**config.mk**
```make
export PLATFORM = sky130hd
export DESIGN_NAME = uart_periph
export DESIGN_NICKNAME = d
export VERILOG_FILES = /design/src/uart_pkg.sv /design/src/uart_tx.sv /design/src/uart_rx.sv /design/src/uart_regs.sv /design/src/uart_periph.sv
export SDC_FILE = /design/constraint.sdc
export NUM_CORES = 1
export LEC_CHECK = 0
export BUFFER_PORTS_ARGS = -buffer_cell sky130_fd_sc_hd__buf_2
export CORE_ASPECT_RATIO = 1.5
export CORE_MARGIN = 2
export CORE_UTILIZATION = 45
export DETAILED_ROUTE_END_ITERATION = 10
export PLACE_DENSITY = 0.63
export SYNTH_ARGS = -nofsm -noshare
export SYNTH_HDL_FRONTEND = slang
export SYNTH_SLANG_ARGS = --single-unit
```
**constraint.sdc**
```tcl
create_clock -name seq -period 8.7 [get_ports seq]
set_input_delay 0.87 -clock seq [delete_from_list [all_inputs] [get_ports seq]]
set_output_delay 0.87 -clock seq [all_outputs]
set_load 0.02 [all_outputs]
```
**src/uart_pkg.sv**
```systemverilog
package uart_pkg;

    // Payload and timing types
    typedef logic [7:0]  frame_t;
    typedef logic [15:0] baud_div_t;
    typedef logic [3:0]  dlen_t;
    typedef logic [7:0]  offset_t;

    // Register byte offsets
    localparam offset_t DR_OFFSET  = 8'h00;
    localparam offset_t CR_OFFSET  = 8'h04;
    localparam offset_t SR_OFFSET  = 8'h08;
    localparam offset_t BRR_OFFSET = 8'h0C;
    localparam offset_t IER_OFFSET = 8'h10;

    // Control register fields
    localparam int CR_PE       = 0;
    localparam int CR_TE       = 1;
    localparam int CR_RE       = 2;
    localparam int CR_STOP2    = 4;
    localparam int CR_DLEN_LSB = 8;
    localparam int CR_DLEN_MSB = 11;

    // Status bits, shared with the interrupt enable register
    localparam int SR_TBE   = 0;
    localparam int SR_RBF   = 1;
    localparam int SR_OVR   = 2;
    localparam int SR_WIDTH = 3;

    // Reset values
    localparam baud_div_t BRR_RESET = 16'd16;
    localparam logic [SR_WIDTH-1:0] SR_RESET = SR_WIDTH'(1) << SR_TBE;

endpackage

```
**src/uart_tx.sv**
```systemverilog
`timescale 1ns/10ps

module uart_tx (
    input  logic                seq,
    input  logic                rst,
    input  uart_pkg::baud_div_t baud_div,
    input  uart_pkg::dlen_t     dlen,
    input  logic                stop2,
    input  logic                tx_start,
    input  uart_pkg::frame_t    tx_data,
    output logic                tx_busy,
    output logic                tx
);
    import uart_pkg::*;

    typedef enum logic [1:0] {
        TX_IDLE,
        TX_START,
        TX_DATA,
        TX_STOP
    } tx_state_t;

    tx_state_t state;
    baud_div_t timer;
    dlen_t     bit_idx;
    logic      stop_second;
    frame_t    shreg;
    baud_div_t div_q;
    dlen_t     dlen_q;
    logic      stop2_q;
    logic      load;
    logic      bit_end;
    logic      shift;

    assign load    = (state == TX_IDLE) && tx_start;
    assign bit_end = (timer == div_q - baud_div_t'(1));
    assign shift   = bit_end && ((state == TX_START) || (state == TX_DATA));
    assign tx_busy = (state != TX_IDLE);

    always_ff @(posedge seq) begin
        if (rst) begin
            state       <= TX_IDLE;
            timer       <= '0;
            bit_idx     <= '0;
            stop_second <= 1'b0;
            tx          <= 1'b1;
        end else begin
            // Bit timer restarts at every bit boundary
            if (state == TX_IDLE || bit_end) begin
                timer <= '0;
            end else begin
                timer <= timer + 1'b1;
            end

            case (state)
                TX_IDLE: begin
                    if (tx_start) begin
                        state <= TX_START;
                        tx    <= 1'b0;
                    end
                end
                TX_START: begin
                    if (bit_end) begin
                        state   <= TX_DATA;
                        bit_idx <= '0;
                        tx      <= shreg[0];
                    end
                end
                TX_DATA: begin
                    if (bit_end) begin
                        if (bit_idx == dlen_q - dlen_t'(1)) begin
                            state       <= TX_STOP;
                            stop_second <= 1'b0;
                            tx          <= 1'b1;
                        end else begin
                            bit_idx <= bit_idx + 1'b1;
                            tx      <= shreg[0];
                        end
                    end
                end
                TX_STOP: begin
                    if (bit_end) begin
                        if (stop2_q && !stop_second) begin
                            stop_second <= 1'b1;
                        end else begin
                            state <= TX_IDLE;
                        end
                    end
                end
                default: state <= TX_IDLE;
            endcase
        end
    end

    // Frame format is frozen for the whole frame
    always_ff @(posedge seq) begin
        if (load) begin
            shreg   <= tx_data;
            div_q   <= baud_div;
            dlen_q  <= dlen;
            stop2_q <= stop2;
        end else if (shift) begin
            shreg <= shreg >> 1;
        end
    end

endmodule

```
**src/uart_rx.sv**
```systemverilog
`timescale 1ns/10ps

module uart_rx (
    input  logic                seq,
    input  logic                rst,
    input  uart_pkg::baud_div_t baud_div,
    input  uart_pkg::dlen_t     dlen,
    input  logic                enable,
    input  logic                rx,
    output logic                rx_busy,
    output logic                rx_valid,
    output uart_pkg::frame_t    rx_data
);
    import uart_pkg::*;

    typedef enum logic [1:0] {
        RX_IDLE,
        RX_START,
        RX_DATA,
        RX_STOP
    } rx_state_t;

    rx_state_t state;
    logic      rx_meta;
    logic      rx_sync;
    logic      rx_prev;
    logic      fall;
    baud_div_t timer;
    dlen_t     bit_idx;
    baud_div_t div_q;
    dlen_t     dlen_q;
    frame_t    shreg;
    logic      half_end;
    logic      bit_end;
    logic      step;

    // Two-flop synchronizer, then one more stage for edge detection
    always_ff @(posedge seq) begin
        if (rst) begin
            rx_meta <= 1'b1;
            rx_sync <= 1'b1;
            rx_prev <= 1'b1;
        end else begin
            rx_meta <= rx;
            rx_sync <= rx_meta;
            rx_prev <= rx_sync;
        end
    end

    assign fall     = rx_prev && !rx_sync;
    assign half_end = (timer == (div_q >> 1) - baud_div_t'(1));
    assign bit_end  = (timer == div_q - baud_div_t'(1));
    // Half a period to reach mid start bit, full periods after that
    assign step     = (state == RX_START) ? half_end : bit_end;
    assign rx_busy  = (state != RX_IDLE);

    always_ff @(posedge seq) begin
        if (rst) begin
            state    <= RX_IDLE;
            timer    <= '0;
            bit_idx  <= '0;
            rx_valid <= 1'b0;
        end else begin
            rx_valid <= 1'b0;

            if (state == RX_IDLE || step) begin
                timer <= '0;
            end else begin
                timer <= timer + 1'b1;
            end

            case (state)
                RX_IDLE: begin
                    if (enable && fall) begin
                        state <= RX_START;
                    end
                end
                RX_START: begin
                    if (step) begin
                        // Line back high means a glitch, not a start bit
                        state   <= rx_sync ? RX_IDLE : RX_DATA;
                        bit_idx <= '0;
                    end
                end
                RX_DATA: begin
                    if (step) begin
                        if (bit_idx == dlen_q - dlen_t'(1)) begin
                            state <= RX_STOP;
                        end else begin
                            bit_idx <= bit_idx + 1'b1;
                        end
                    end
                end
                RX_STOP: begin
                    if (step) begin
                        state    <= RX_IDLE;
                        rx_valid <= 1'b1;
                    end
                end
                default: state <= RX_IDLE;
            endcase
        end
    end

    always_ff @(posedge seq) begin
        if (state == RX_IDLE && enable && fall) begin
            div_q  <= baud_div;
            dlen_q <= dlen;
        end
        // LSB first, so each new bit enters from the top
        if (state == RX_DATA && step) begin
            shreg <= {rx_sync, shreg[7:1]};
        end
        // Short frames sit in the upper bits until realigned here
        if (state == RX_STOP && step) begin
            rx_data <= shreg >> (dlen_t'(8) - dlen_q);
        end
    end

endmodule

```
**src/uart_regs.sv**
```systemverilog
`timescale 1ns/10ps

module uart_regs #(
    parameter int ADDR_WIDTH = 32,
    parameter int DATA_WIDTH = 32
) (
    input  logic                  seq,
    input  logic                  rst,
    input  logic [ADDR_WIDTH-1:0] paddr,
    input  logic                  psel,
    input  logic                  penable,
    input  logic                  pwrite,
    input  logic [DATA_WIDTH-1:0] pwdata,
    output logic [DATA_WIDTH-1:0] prdata,
    output logic                  pready,
    output logic                  pslverr,
    input  logic                  pause_req,
    output logic                  pause_ack,
    output logic                  irq,
    output uart_pkg::baud_div_t   baud_div,
    output uart_pkg::dlen_t       dlen,
    output logic                  stop2,
    output logic                  rx_enable,
    output logic                  tx_start,
    output uart_pkg::frame_t      tx_data,
    input  logic                  tx_busy,
    input  logic                  rx_busy,
    input  logic                  rx_valid,
    input  uart_pkg::frame_t      rx_data
);
    import uart_pkg::*;

    offset_t               offset;
    logic                  sel_dr;
    logic                  sel_cr;
    logic                  sel_sr;
    logic                  sel_brr;
    logic                  sel_ier;
    logic                  acc_err;
    logic                  acc_wait;
    logic                  acc_done;
    logic                  dr_wr;
    logic                  dr_rd;
    logic                  cr_wr;
    logic                  brr_wr;
    logic                  ier_wr;
    logic [DATA_WIDTH-1:0] rdata;

    logic                  cr_pe;
    logic                  cr_te;
    logic                  cr_re;
    logic                  cr_stop2;
    dlen_t                 cr_dlen;
    baud_div_t             brr;
    logic [SR_WIDTH-1:0]   ier;
    logic [SR_WIDTH-1:0]   sr;
    frame_t                tx_buf;
    frame_t                rx_buf;
    logic                  tx_go;
    logic                  rx_load;

    // Address decode
    assign offset  = offset_t'(paddr);
    assign sel_dr  = (offset == DR_OFFSET);
    assign sel_cr  = (offset == CR_OFFSET);
    assign sel_sr  = (offset == SR_OFFSET);
    assign sel_brr = (offset == BRR_OFFSET);
    assign sel_ier = (offset == IER_OFFSET);
    assign acc_err = !(sel_dr || sel_cr || sel_sr || sel_brr || sel_ier) || (sel_dr && !cr_pe);

    // First access cycle is the wait state, the second one completes
    assign acc_wait = psel && penable && !pready;
    assign acc_done = psel && penable && pready && !pslverr;
    assign dr_wr    = acc_done && pwrite && sel_dr;
    assign dr_rd    = acc_done && !pwrite && sel_dr;
    assign cr_wr    = acc_done && pwrite && sel_cr;
    assign brr_wr   = acc_done && pwrite && sel_brr;
    assign ier_wr   = acc_done && pwrite && sel_ier;

    always_comb begin
        rdata = '0;
        case (offset)
            DR_OFFSET:  rdata[$bits(frame_t)-1:0] = rx_buf;
            CR_OFFSET: begin
                rdata[CR_PE]                   = cr_pe;
                rdata[CR_TE]                   = cr_te;
                rdata[CR_RE]                   = cr_re;
                rdata[CR_STOP2]                = cr_stop2;
                rdata[CR_DLEN_MSB:CR_DLEN_LSB] = cr_dlen;
            end
            SR_OFFSET:  rdata[SR_WIDTH-1:0] = sr;
            BRR_OFFSET: rdata[$bits(baud_div_t)-1:0] = brr;
            IER_OFFSET: rdata[SR_WIDTH-1:0] = ier;
            default:    rdata = '0;
        endcase
    end

    always_ff @(posedge seq) begin
        if (rst) begin
            pready  <= 1'b0;
            pslverr <= 1'b0;
        end else if (acc_wait) begin
            pready  <= 1'b1;
            pslverr <= acc_err;
        end else begin
            pready  <= 1'b0;
            pslverr <= 1'b0;
        end
    end

    always_ff @(posedge seq) begin
        if (acc_wait) begin
            prdata <= acc_err ? '0 : rdata;
        end
    end

    // Configuration registers
    always_ff @(posedge seq) begin
        if (rst) begin
            cr_pe    <= 1'b0;
            cr_te    <= 1'b0;
            cr_re    <= 1'b0;
            cr_stop2 <= 1'b0;
            cr_dlen  <= '0;
            brr      <= BRR_RESET;
            ier      <= '0;
        end else begin
            if (cr_wr) begin
                cr_pe    <= pwdata[CR_PE];
                cr_te    <= pwdata[CR_TE];
                cr_re    <= pwdata[CR_RE];
                cr_stop2 <= pwdata[CR_STOP2];
                cr_dlen  <= pwdata[CR_DLEN_MSB:CR_DLEN_LSB];
            end
            if (brr_wr) begin
                brr <= pwdata[$bits(baud_div_t)-1:0];
            end
            if (ier_wr) begin
                ier <= pwdata[SR_WIDTH-1:0];
            end
        end
    end

    // No new frame once a pause is requested or granted
    assign tx_go   = !sr[SR_TBE] && cr_pe && cr_te && !tx_busy && !tx_start
                     && !pause_req && !pause_ack;
    // A DR read on the same edge frees the buffer for the new byte
    assign rx_load = rx_valid && (!sr[SR_RBF] || dr_rd);

    always_ff @(posedge seq) begin
        if (rst) begin
            sr       <= SR_RESET;
            tx_start <= 1'b0;
        end else begin
            tx_start <= tx_go;
            if (tx_start) begin
                sr[SR_TBE] <= 1'b1;
            end
            // A write racing the start pulse leaves the new byte pending
            if (dr_wr) begin
                sr[SR_TBE] <= 1'b0;
            end
            if (dr_rd) begin
                sr[SR_RBF] <= 1'b0;
                sr[SR_OVR] <= 1'b0;
            end
            if (rx_load) begin
                sr[SR_RBF] <= 1'b1;
            end else if (rx_valid) begin
                sr[SR_OVR] <= 1'b1;
            end
        end
    end

    always_ff @(posedge seq) begin
        if (dr_wr) begin
            tx_buf <= pwdata[$bits(frame_t)-1:0];
        end
        if (rx_load) begin
            rx_buf <= rx_data;
        end
    end

    always_ff @(posedge seq) begin
        if (rst) begin
            pause_ack <= 1'b0;
            irq       <= 1'b0;
        end else begin
            // Grant only between frames, hold until the request drops
            pause_ack <= pause_req && (pause_ack || (!tx_busy && !rx_busy && !tx_start));
            irq       <= |(sr & ier);
        end
    end

    assign tx_data   = tx_buf;
    assign baud_div  = brr;
    assign dlen      = cr_dlen;
    assign stop2     = cr_stop2;
    assign rx_enable = cr_pe && cr_re && !pause_ack;

endmodule

```
**src/uart_periph.sv**
```systemverilog
`timescale 1ns/10ps

module uart_periph #(
    parameter int ADDR_WIDTH = 32,
    parameter int DATA_WIDTH = 32
) (
    input  logic                  seq,
    input  logic                  rst,
    input  logic [ADDR_WIDTH-1:0] paddr,
    input  logic                  psel,
    input  logic                  penable,
    input  logic                  pwrite,
    input  logic [DATA_WIDTH-1:0] pwdata,
    output logic [DATA_WIDTH-1:0] prdata,
    output logic                  pready,
    output logic                  pslverr,
    input  logic                  pause_req,
    output logic                  pause_ack,
    output logic                  irq,
    output logic                  tx,
    input  logic                  rx
);
    import uart_pkg::*;

    // Engine configuration from the register file
    baud_div_t baud_div;
    dlen_t     dlen;
    logic      stop2;
    logic      rx_enable;

    // Transmit and receive handshakes
    logic      tx_start;
    frame_t    tx_data;
    logic      tx_busy;
    logic      rx_busy;
    logic      rx_valid;
    frame_t    rx_data;

    uart_regs #(
        .ADDR_WIDTH (ADDR_WIDTH),
        .DATA_WIDTH (DATA_WIDTH)
    ) i_uart_regs (
        .seq       (seq),
        .rst       (rst),
        .paddr     (paddr),
        .psel      (psel),
        .penable   (penable),
        .pwrite    (pwrite),
        .pwdata    (pwdata),
        .prdata    (prdata),
        .pready    (pready),
        .pslverr   (pslverr),
        .pause_req (pause_req),
        .pause_ack (pause_ack),
        .irq       (irq),
        .baud_div  (baud_div),
        .dlen      (dlen),
        .stop2     (stop2),
        .rx_enable (rx_enable),
        .tx_start  (tx_start),
        .tx_data   (tx_data),
        .tx_busy   (tx_busy),
        .rx_busy   (rx_busy),
        .rx_valid  (rx_valid),
        .rx_data   (rx_data)
    );

    uart_tx i_uart_tx (
        .seq      (seq),
        .rst      (rst),
        .baud_div (baud_div),
        .dlen     (dlen),
        .stop2    (stop2),
        .tx_start (tx_start),
        .tx_data  (tx_data),
        .tx_busy  (tx_busy),
        .tx       (tx)
    );

    uart_rx i_uart_rx (
        .seq      (seq),
        .rst      (rst),
        .baud_div (baud_div),
        .dlen     (dlen),
        .enable   (rx_enable),
        .rx       (rx),
        .rx_busy  (rx_busy),
        .rx_valid (rx_valid),
        .rx_data  (rx_data)
    );

endmodule

```
==> results of run 1 <==
-- area by class of cell --
class                      instances  area share [%]
sequential                       182           45.88
inverter                          26          0.9703
timing repair buffer              57           2.985
clock buffer                      17           4.229
tap                              260           3.234
multi-input combinational        628           40.88
clock inverter                    15           1.829
-- logic make-up after synthesis --
group	synth area share, %
DFF	51.23
other	0.04163
adders and majority gates	1.667
AOI/OAI and AO/OA	10.40
and+or+nand+nor	20.29
xor gates and xnor gates	7.293
buffers and inverters	3.806
muxes	5.265
-- routing by layer --
metal	track usage (%)	vias up	wire length (um)
met5	0	-	0
met4	6.373	0	433
met3	3.608	23	650
met2	34.52	139	10390
met1	23.30	3165	8613
li1	-	3217	-
-- cell usage after synthesis, drive strengths merged, types with 12 or more instances --
library cell	n
nand3	31
dfxtp	85
a21oi	35
nor2b	14
clkbuf	23
mux2	13
buf	22
nor2	94
ha	12
nor3	30
inv	26
and3	18
xnor2	44
o21ai	16
nand2	80
nand4	13
mux2i	26
edfxtp	97
xor2	28
-- registers in the layout, summed over array words and instances (netlist names), 8 cells and up, named ones only --
register / flops
i_uart_rx.div_q: 16
i_uart_regs.tx_data: 8
i_uart_rx.rx_data: 8
i_uart_regs.prdata: 16
i_uart_regs.rx_buf: 8
i_uart_rx.shreg: 8
i_uart_tx.shreg: 8
i_uart_regs.baud_div: 16
i_uart_rx.timer: 16
i_uart_tx.div_q: 16
i_uart_tx.timer: 16
-- power by group through the flow --
stage	Sequential (uW)	Clock [uW]	Combinational, uW
6_report	910	799	86.9
5_1_grt	911	843	96.1
4_1_cts	910	813	87.2
3_5_place_dp	929	0	86.8
3_3_place_gp	929	0	86.4
2_1_floorplan	934	0	58.7
-- worst paths after layout --
check / start / to / slack [ns] / depth (start not counted)
max: i_uart_tx.div_q[0] / i_uart_tx.shreg[2] / 4.61 / 9
min: i_uart_rx.rx_data[7] / i_uart_regs.rx_buf[7] / 0.41 / 0
max reg2reg: i_uart_tx.div_q[0] / i_uart_tx.shreg[2] / 4.61 / 9
min reg2reg: i_uart_rx.rx_data[7] / i_uart_regs.rx_buf[7] / 0.41 / 0
-- metrics by stage --
step / total power, uW / instances / utilization (%)
3_3_place_gp: 1016 / 1153 / 47.95
5_1_grt: 1850 / 1185 / 51.04
4_1_cts: 1810 / 1185 / 51.04
6_report: 1796 / 1185 / 51.04
2_1_floorplan: 993.0 / 881 / -
3_5_place_dp: 1016 / 1153 / 47.95
==> metrics.md, run 1 <==
| Metric | Value |
|---|---|
| Status | `complete, no violations` |
| Clock Pin Slew Worst Setup and Hold Paths | `0.08 ns` |
| Setup CP Type | `reg -> reg` |
| Tcrit/Tclk final | `47.06%` |
| Initial antenna violation count | `0` |
| Area after DPL | `9449 sq um` |
| Routed Antenna Nets | `0` |
| P_leak | `roughly 0.0035 uW` |
| CP arrival | `between 4 and 5 ns` |
| P&R area growth vs syn | `11.67%` |
| Core Area | `between 15,000 and 20,000 sq um` |
| HPWL Detailed | `~15 mm` |
| Area of the multi-input gates | `4111 sq um` |
| Fraction of layout instances using a drive strength above 1 | `between 10% and 20%` |
| Layout Nets | `995` |
| CTS Buf Count | `17` |
| Net Switching | `425.9 uW` |
| Post-synth EDFFs | `between 90 and 100` |
| H-tree levels | `4` |
| Dpl ws | `roughly 4.6 ns` |
| Fin crit period | `4.094 ns` |
| Reg area | `4614 sq um` |
| WP data required | `8.75 ns` |
| Worst Tran Pin Value | `approximately 1.2 ns` |
| DR pass1 iterations | `5` |
| Sequential fraction of design power | `between 50% and 60%` |
| Post-CTS Hold Buffers | `0` |
| Min setup slack post-route | `4.606 ns` |
| Post-synth ARST share | `0%` |
| Die area | `21,190 sq um` |
| Pwr dens | `178.5 nW/um^2` |
| Avg WL per Cell | `16.95 um` |
| CTS tree | `yes` |
| Main synth FF type | `edfxtp_1` |
| Die width | `between 100 and 150 um` |
| Initial DRC Count | `between 300 and 400` |
| Most frequent cells in the layout | `edfxtp_1 (97), nor2_1 (94), dfxtp_1 (85), nand2_1 (80), buf_2 (51)` |
| Design internal power | `1370 uW` |
| IO Port Bufs | `51` |
| Pins Over Slew Limit | `0` |
| Clock skew | `0.01109 ns` |
| Maximum clock rate | `244.3 MHz` |
| Critical Path Slowest Stage Cell | `o21ai_0` |
| Register area share after synthesis | `between 50 and 60%` |
| Critical path peak fanout | `14` |
| Global route total overflow | `0` |
| # diodes | `0` |
| CP top delay family | `compound AO/OA/AOI/OAI gates` |
| Drt drc | `0` |
| Setup Fix Bufs, Post-CTS | `0` |
| TNS Setup | `0 ns` |
| Buf/Inv on CP | `1` |
| First-pass GRT wire length | `between 30 and 40 mm` |
| Number of fillers in the final layout | `1,844` |
| Max Buffers Root-to-Sink | `2` |
| Synth Instances | `between 800 and 900` |
| Worst path max stage delay | `~0.96 ns` |
| Most common cell after layout, fill and taps aside | `edfxtp_1` |
| Crit path launch type | `flop` |
| Num Clock Sinks | `182` |
| Cell taking the most area after synthesis | `edfxtp_1` |
| Crit-path cells | `inv_1 -> ha_1 -> nor3b_1 -> and4_1 -> a21boi_0 -> nor2_1 -> a21boi_0 -> nand3_2 -> o21ai_0` |
| All-Layer GR Usage | `19.31%` |
| Num ports | `108` |
| Critical Path End Type | `flop` |
| Root Driver | `clkbuf_16` |
| Mapped Area | `around 9000 sq um` |
| Combinational share of power | `4.8%` |
| Final GP Congestion | `0.8278` |
| Worst hold margin | `0.4149 ns` |
| Synth unique cells | `slightly below 80` |
| Final wirelength | `around 20 mm` |
| Worst vdd ir | `0.0001511 V` |
| Vias per inst | `5.522` |
| Fin. Hold Viols | `0` |
| Vias in the first global route | `between 6k and 7k` |
| Hold WC Path Type | `reg -> reg` |
| Switching share of power | `between 20% and 30%` |
| Via count | `6,544` |
| Ranking of synthesized cells by area | `edfxtp_1 (32%), dfxtp_1 (19%), xnor2_1 (4.3%), nor2_1 (3.9%), nand2_1 (3.3%)` |
| Clock latency on the worst-skew pair | `0.44 ns` |
| Die height | `177.3 um` |
| Starting Density | `45.71%` |
| Synth warnings | `0` |
| Row count | `63` |
| Largest net degree at the start of global routing | `57` |
| Unrepaired setup endpoints after global routing | `false` |
| Clock share of power | `44.5%` |
| Max-cap violation count | `0` |
| Relative slew slack | `a little under a fifth` |
| Syn avg cell area | `10.40 sq um` |
| Yosys top cell area share | `32.34%` |
| Post-route cell area | `10,060 sq um` |
| Setup violations, final | `0` |
| Most used cell, CP | `a21boi_0` |
| # resized after CTS | `0` |
| Synth Register Bits | `182` |
Power figures use the tool's default switching activity.
==> run 2: changes to the inputs <==
==> constraint.sdc (replaced) <==
create_clock -name seq -period 4.2 [get_ports seq]
set_input_delay 0.42 -clock seq [delete_from_list [all_inputs] [get_ports seq]]
set_output_delay 0.42 -clock seq [all_outputs]
set_load 0.02 [all_outputs]
==> run 2 against run 1 <==
  * Clock skew shrank 0.0025 ns
  * Via count grew 0.17%
  * Wire length grew 0.36%
  * Worst hold slack lost 0.25 ns
  * Critical path type unchanged
  * Fmax grew 11%
  * First-iteration DRC count shrank 12%
  * Die area is the same
  * Critical path depth grew 2
  * Total power grew 98%
  * Highest routed layer unchanged
  * Design area shrank 0.19%
==> metrics.md, run 2 (synthesized netlist as in run 1, its figures left out) <==
| Metric | Value |
|---|---|
| Status | `complete, no violations` |
| Die height | `177.3 um` |
| Fin crit period | `around 3.7 ns` |
| Via count | `6,555` |
| Die area | `21,190 sq um` |
| Initial DRC Count | `approximately 350` |
| # diodes | `0` |
| CTS tree | `yes` |
| Worst Hold Launch | `rx` |
| Worst Tran Pin Value | `0.8743 ns` |
| Starting Density | `45.71%` |
| GR peak layer | `met2` |
| Critical path peak fanout | `8` |
| Most common cell after layout, fill and taps aside | `edfxtp_1` |
| Die width | `119.5 um` |
| Vias per inst | `5.504` |
| HPWL Detailed | `14.87 mm` |
| Max Buffers Root-to-Sink | `2` |
| First-pass GRT wire length | `32.16 mm` |
| Finished Layout Cells | `approximately 1.2k` |
| Crit-path cells | `nor2b_1 -> mux2i_1 -> ha_1 -> inv_1 -> a211oi_1 -> nand2_1 -> o211ai_1 -> xnor2_1 -> nor4bb_1 -> and4_1 -> and3_1` |
| Worst path max stage delay | `roughly 0.43 ns` |
| Pins Over Slew Limit | `0` |
| Num Clock Sinks | `182` |
| Maximum clock rate | `270.4 MHz` |
| Worst vdd ir | `roughly 0.00025 V` |
| Critical Path Slowest Stage Cell | `a211oi_1` |
| Drt drc | `0` |
| WP data required | `4.30 ns` |
| Setup Fix Bufs, Post-CTS | `0` |
| Setup slack, reg-to-reg | `0.50 ns` |
| Root Driver | `clkbuf_16` |
| Max-cap violation count | `0` |
| Clock Pin Slew Worst Setup and Hold Paths | `0.07 ns` |
| Avg WL per Cell | `16.93 um` |
| All-Layer GR Usage | `19.64%` |
| Fraction of layout instances using a drive strength above 1 | `14.61%` |
| Worst r2r src | `i_uart_rx.state[0]` |
| Final total power | `3555 uW` |
| Pwr dens | `354.1 nW/um^2` |
| P_leak | `0.003477 uW` |
| Post-CTS Hold Buffers | `0` |
| CP arrival | `about 3.8 ns` |
| Hold WC Path Type | `in -> reg` |
| Setup CP Type | `reg -> reg` |
| CTS Buf Count | `17` |
| Area after DPL | `between 9000 and 10,000 sq um` |
| Final wirelength | `20.16 mm` |
| Unrepaired setup endpoints after global routing | `false` |
| Initial antenna violation count | `0` |
| P&R area growth vs syn | `11.46%` |
| Setup violations, final | `0` |
| CP Launch Point | `i_uart_rx.state[0]` |
| Tcrit/Tclk final | `88.06%` |
| Hold depth | `2` |
| Clock latency on the worst-skew pair | `0.44 ns` |
| Routed Antenna Nets | `0` |
| RR Endpoint | `i_uart_rx.rx_data[2]` |
| R2R cell count | `11` |
| GR Util met1 | `23.69%` |
| Critical Path End Type | `flop` |
| Largest net degree at the start of global routing | `37` |
| Met3 usage | `2.996%` |
| # resized after CTS | `0` |
| Global route total overflow | `0` |
| Met2 usage | `a little over a third` |
| IO Port Bufs | `51` |
| Most frequent cells in the layout | `edfxtp_1 (97), nor2_1 (94), dfxtp_1 (85), nand2_1 (80), buf_2 (51)` |
| Vias in the first global route | `6,130` |
| Num ports | `around 110` |
| H-tree levels | `4` |
| DR pass1 iterations | `5` |
| Clock skew | `around 0.0086 ns` |
| Row count | `between 60 and 70` |
| Layout Nets | `1,001` |
| Worst hold endpoint | `i_uart_rx.rx_meta` |
| Number of fillers in the final layout | `1,855` |
| TNS Setup | `0 ns` |
| Post-route cell area | `10,040 sq um` |
| Core Area | `19,710 sq um` |
| Fin. Hold Viols | `0` |
| Final GP Congestion | `0.8754` |
| Crit path launch type | `flop` |
| Cell total after placement | `about 1.2k` |
| Relative slew slack | `41.39%` |
run 2: cell count changes in the layout (fill, tap and decap cells not counted), moves of 2 or more:
cell	change
buf_4	+6
bufinv_16	-2
inv_8	-2
clkinv_1	+2
clkinv_4	+3
run 2: area by class of cell:
class	instances	area, sq um	share of cell area [%]
clock buffers	17	425.4	4.237
clock inverters	15	120.1	1.196
inverters	26	97.59	0.9721
multi-input cells	628	4111	40.95
flip-flops and latches	182	4614	45.96
well taps	260	325.3	3.240
repair buffers	63	345.3	3.440
run 2: worst max path at each step:
| stage | end |
|---|---|
| final | i_uart_rx.rx_data[2] |
| after global routing | i_uart_rx.rx_data[6] |
| after CTS | i_uart_rx.rx_data[2] |
| after detailed placement | i_uart_rx.rx_data[6] |
| after global placement | i_uart_rx.rx_data[0] |
| after floorplan | i_uart_rx.shreg[0] |
run 2: metrics by stage:
step | hold WS [ns] | utilization (%) | setup slack [ns]
after CTS | 0.1504 | 50.95 | 0.5058
final | 0.1622 | 50.95 | 0.5014
after global placement | 0.3987 | 48.18 | 0.6524
after global routing | 0.1673 | 50.95 | 0.1806
after detailed placement | 0.3942 | 48.18 | 0.5779
after floorplan | 0.3895 | - | 0.7214
run 2: routing by layer:
metal | vias to the layer above | part of all wire, %
met5 | - | 0
met4 | 0 | 1.7
met3 | 26 | 2.7
met2 | 124 | 53
met1 | 3171 | 42
li1 | 3234 | -
run 2: where the power goes:
| part | internal [uW] | switching (uW) |
|---|---|---|
| Sequential | 1870 | 12.5 |
| Combinational | 61.2 | 119 |
| Clock | 770 | 718 |
run 2: critical path, delay by kind of cell, from the launching register on:
kind / cells / cell delay [ns]
adder cells (fa/ha/maj): 1 / 0.25
AO/OA/AOI/OAI: 2 / 0.71
AND/OR/NAND/NOR: 5 / 1.45
XOR/XNOR: 1 / 0.21
flip-flops: 1 / 0.36
buffers and inverters: 1 / 0.05
multiplexers: 1 / 0.32
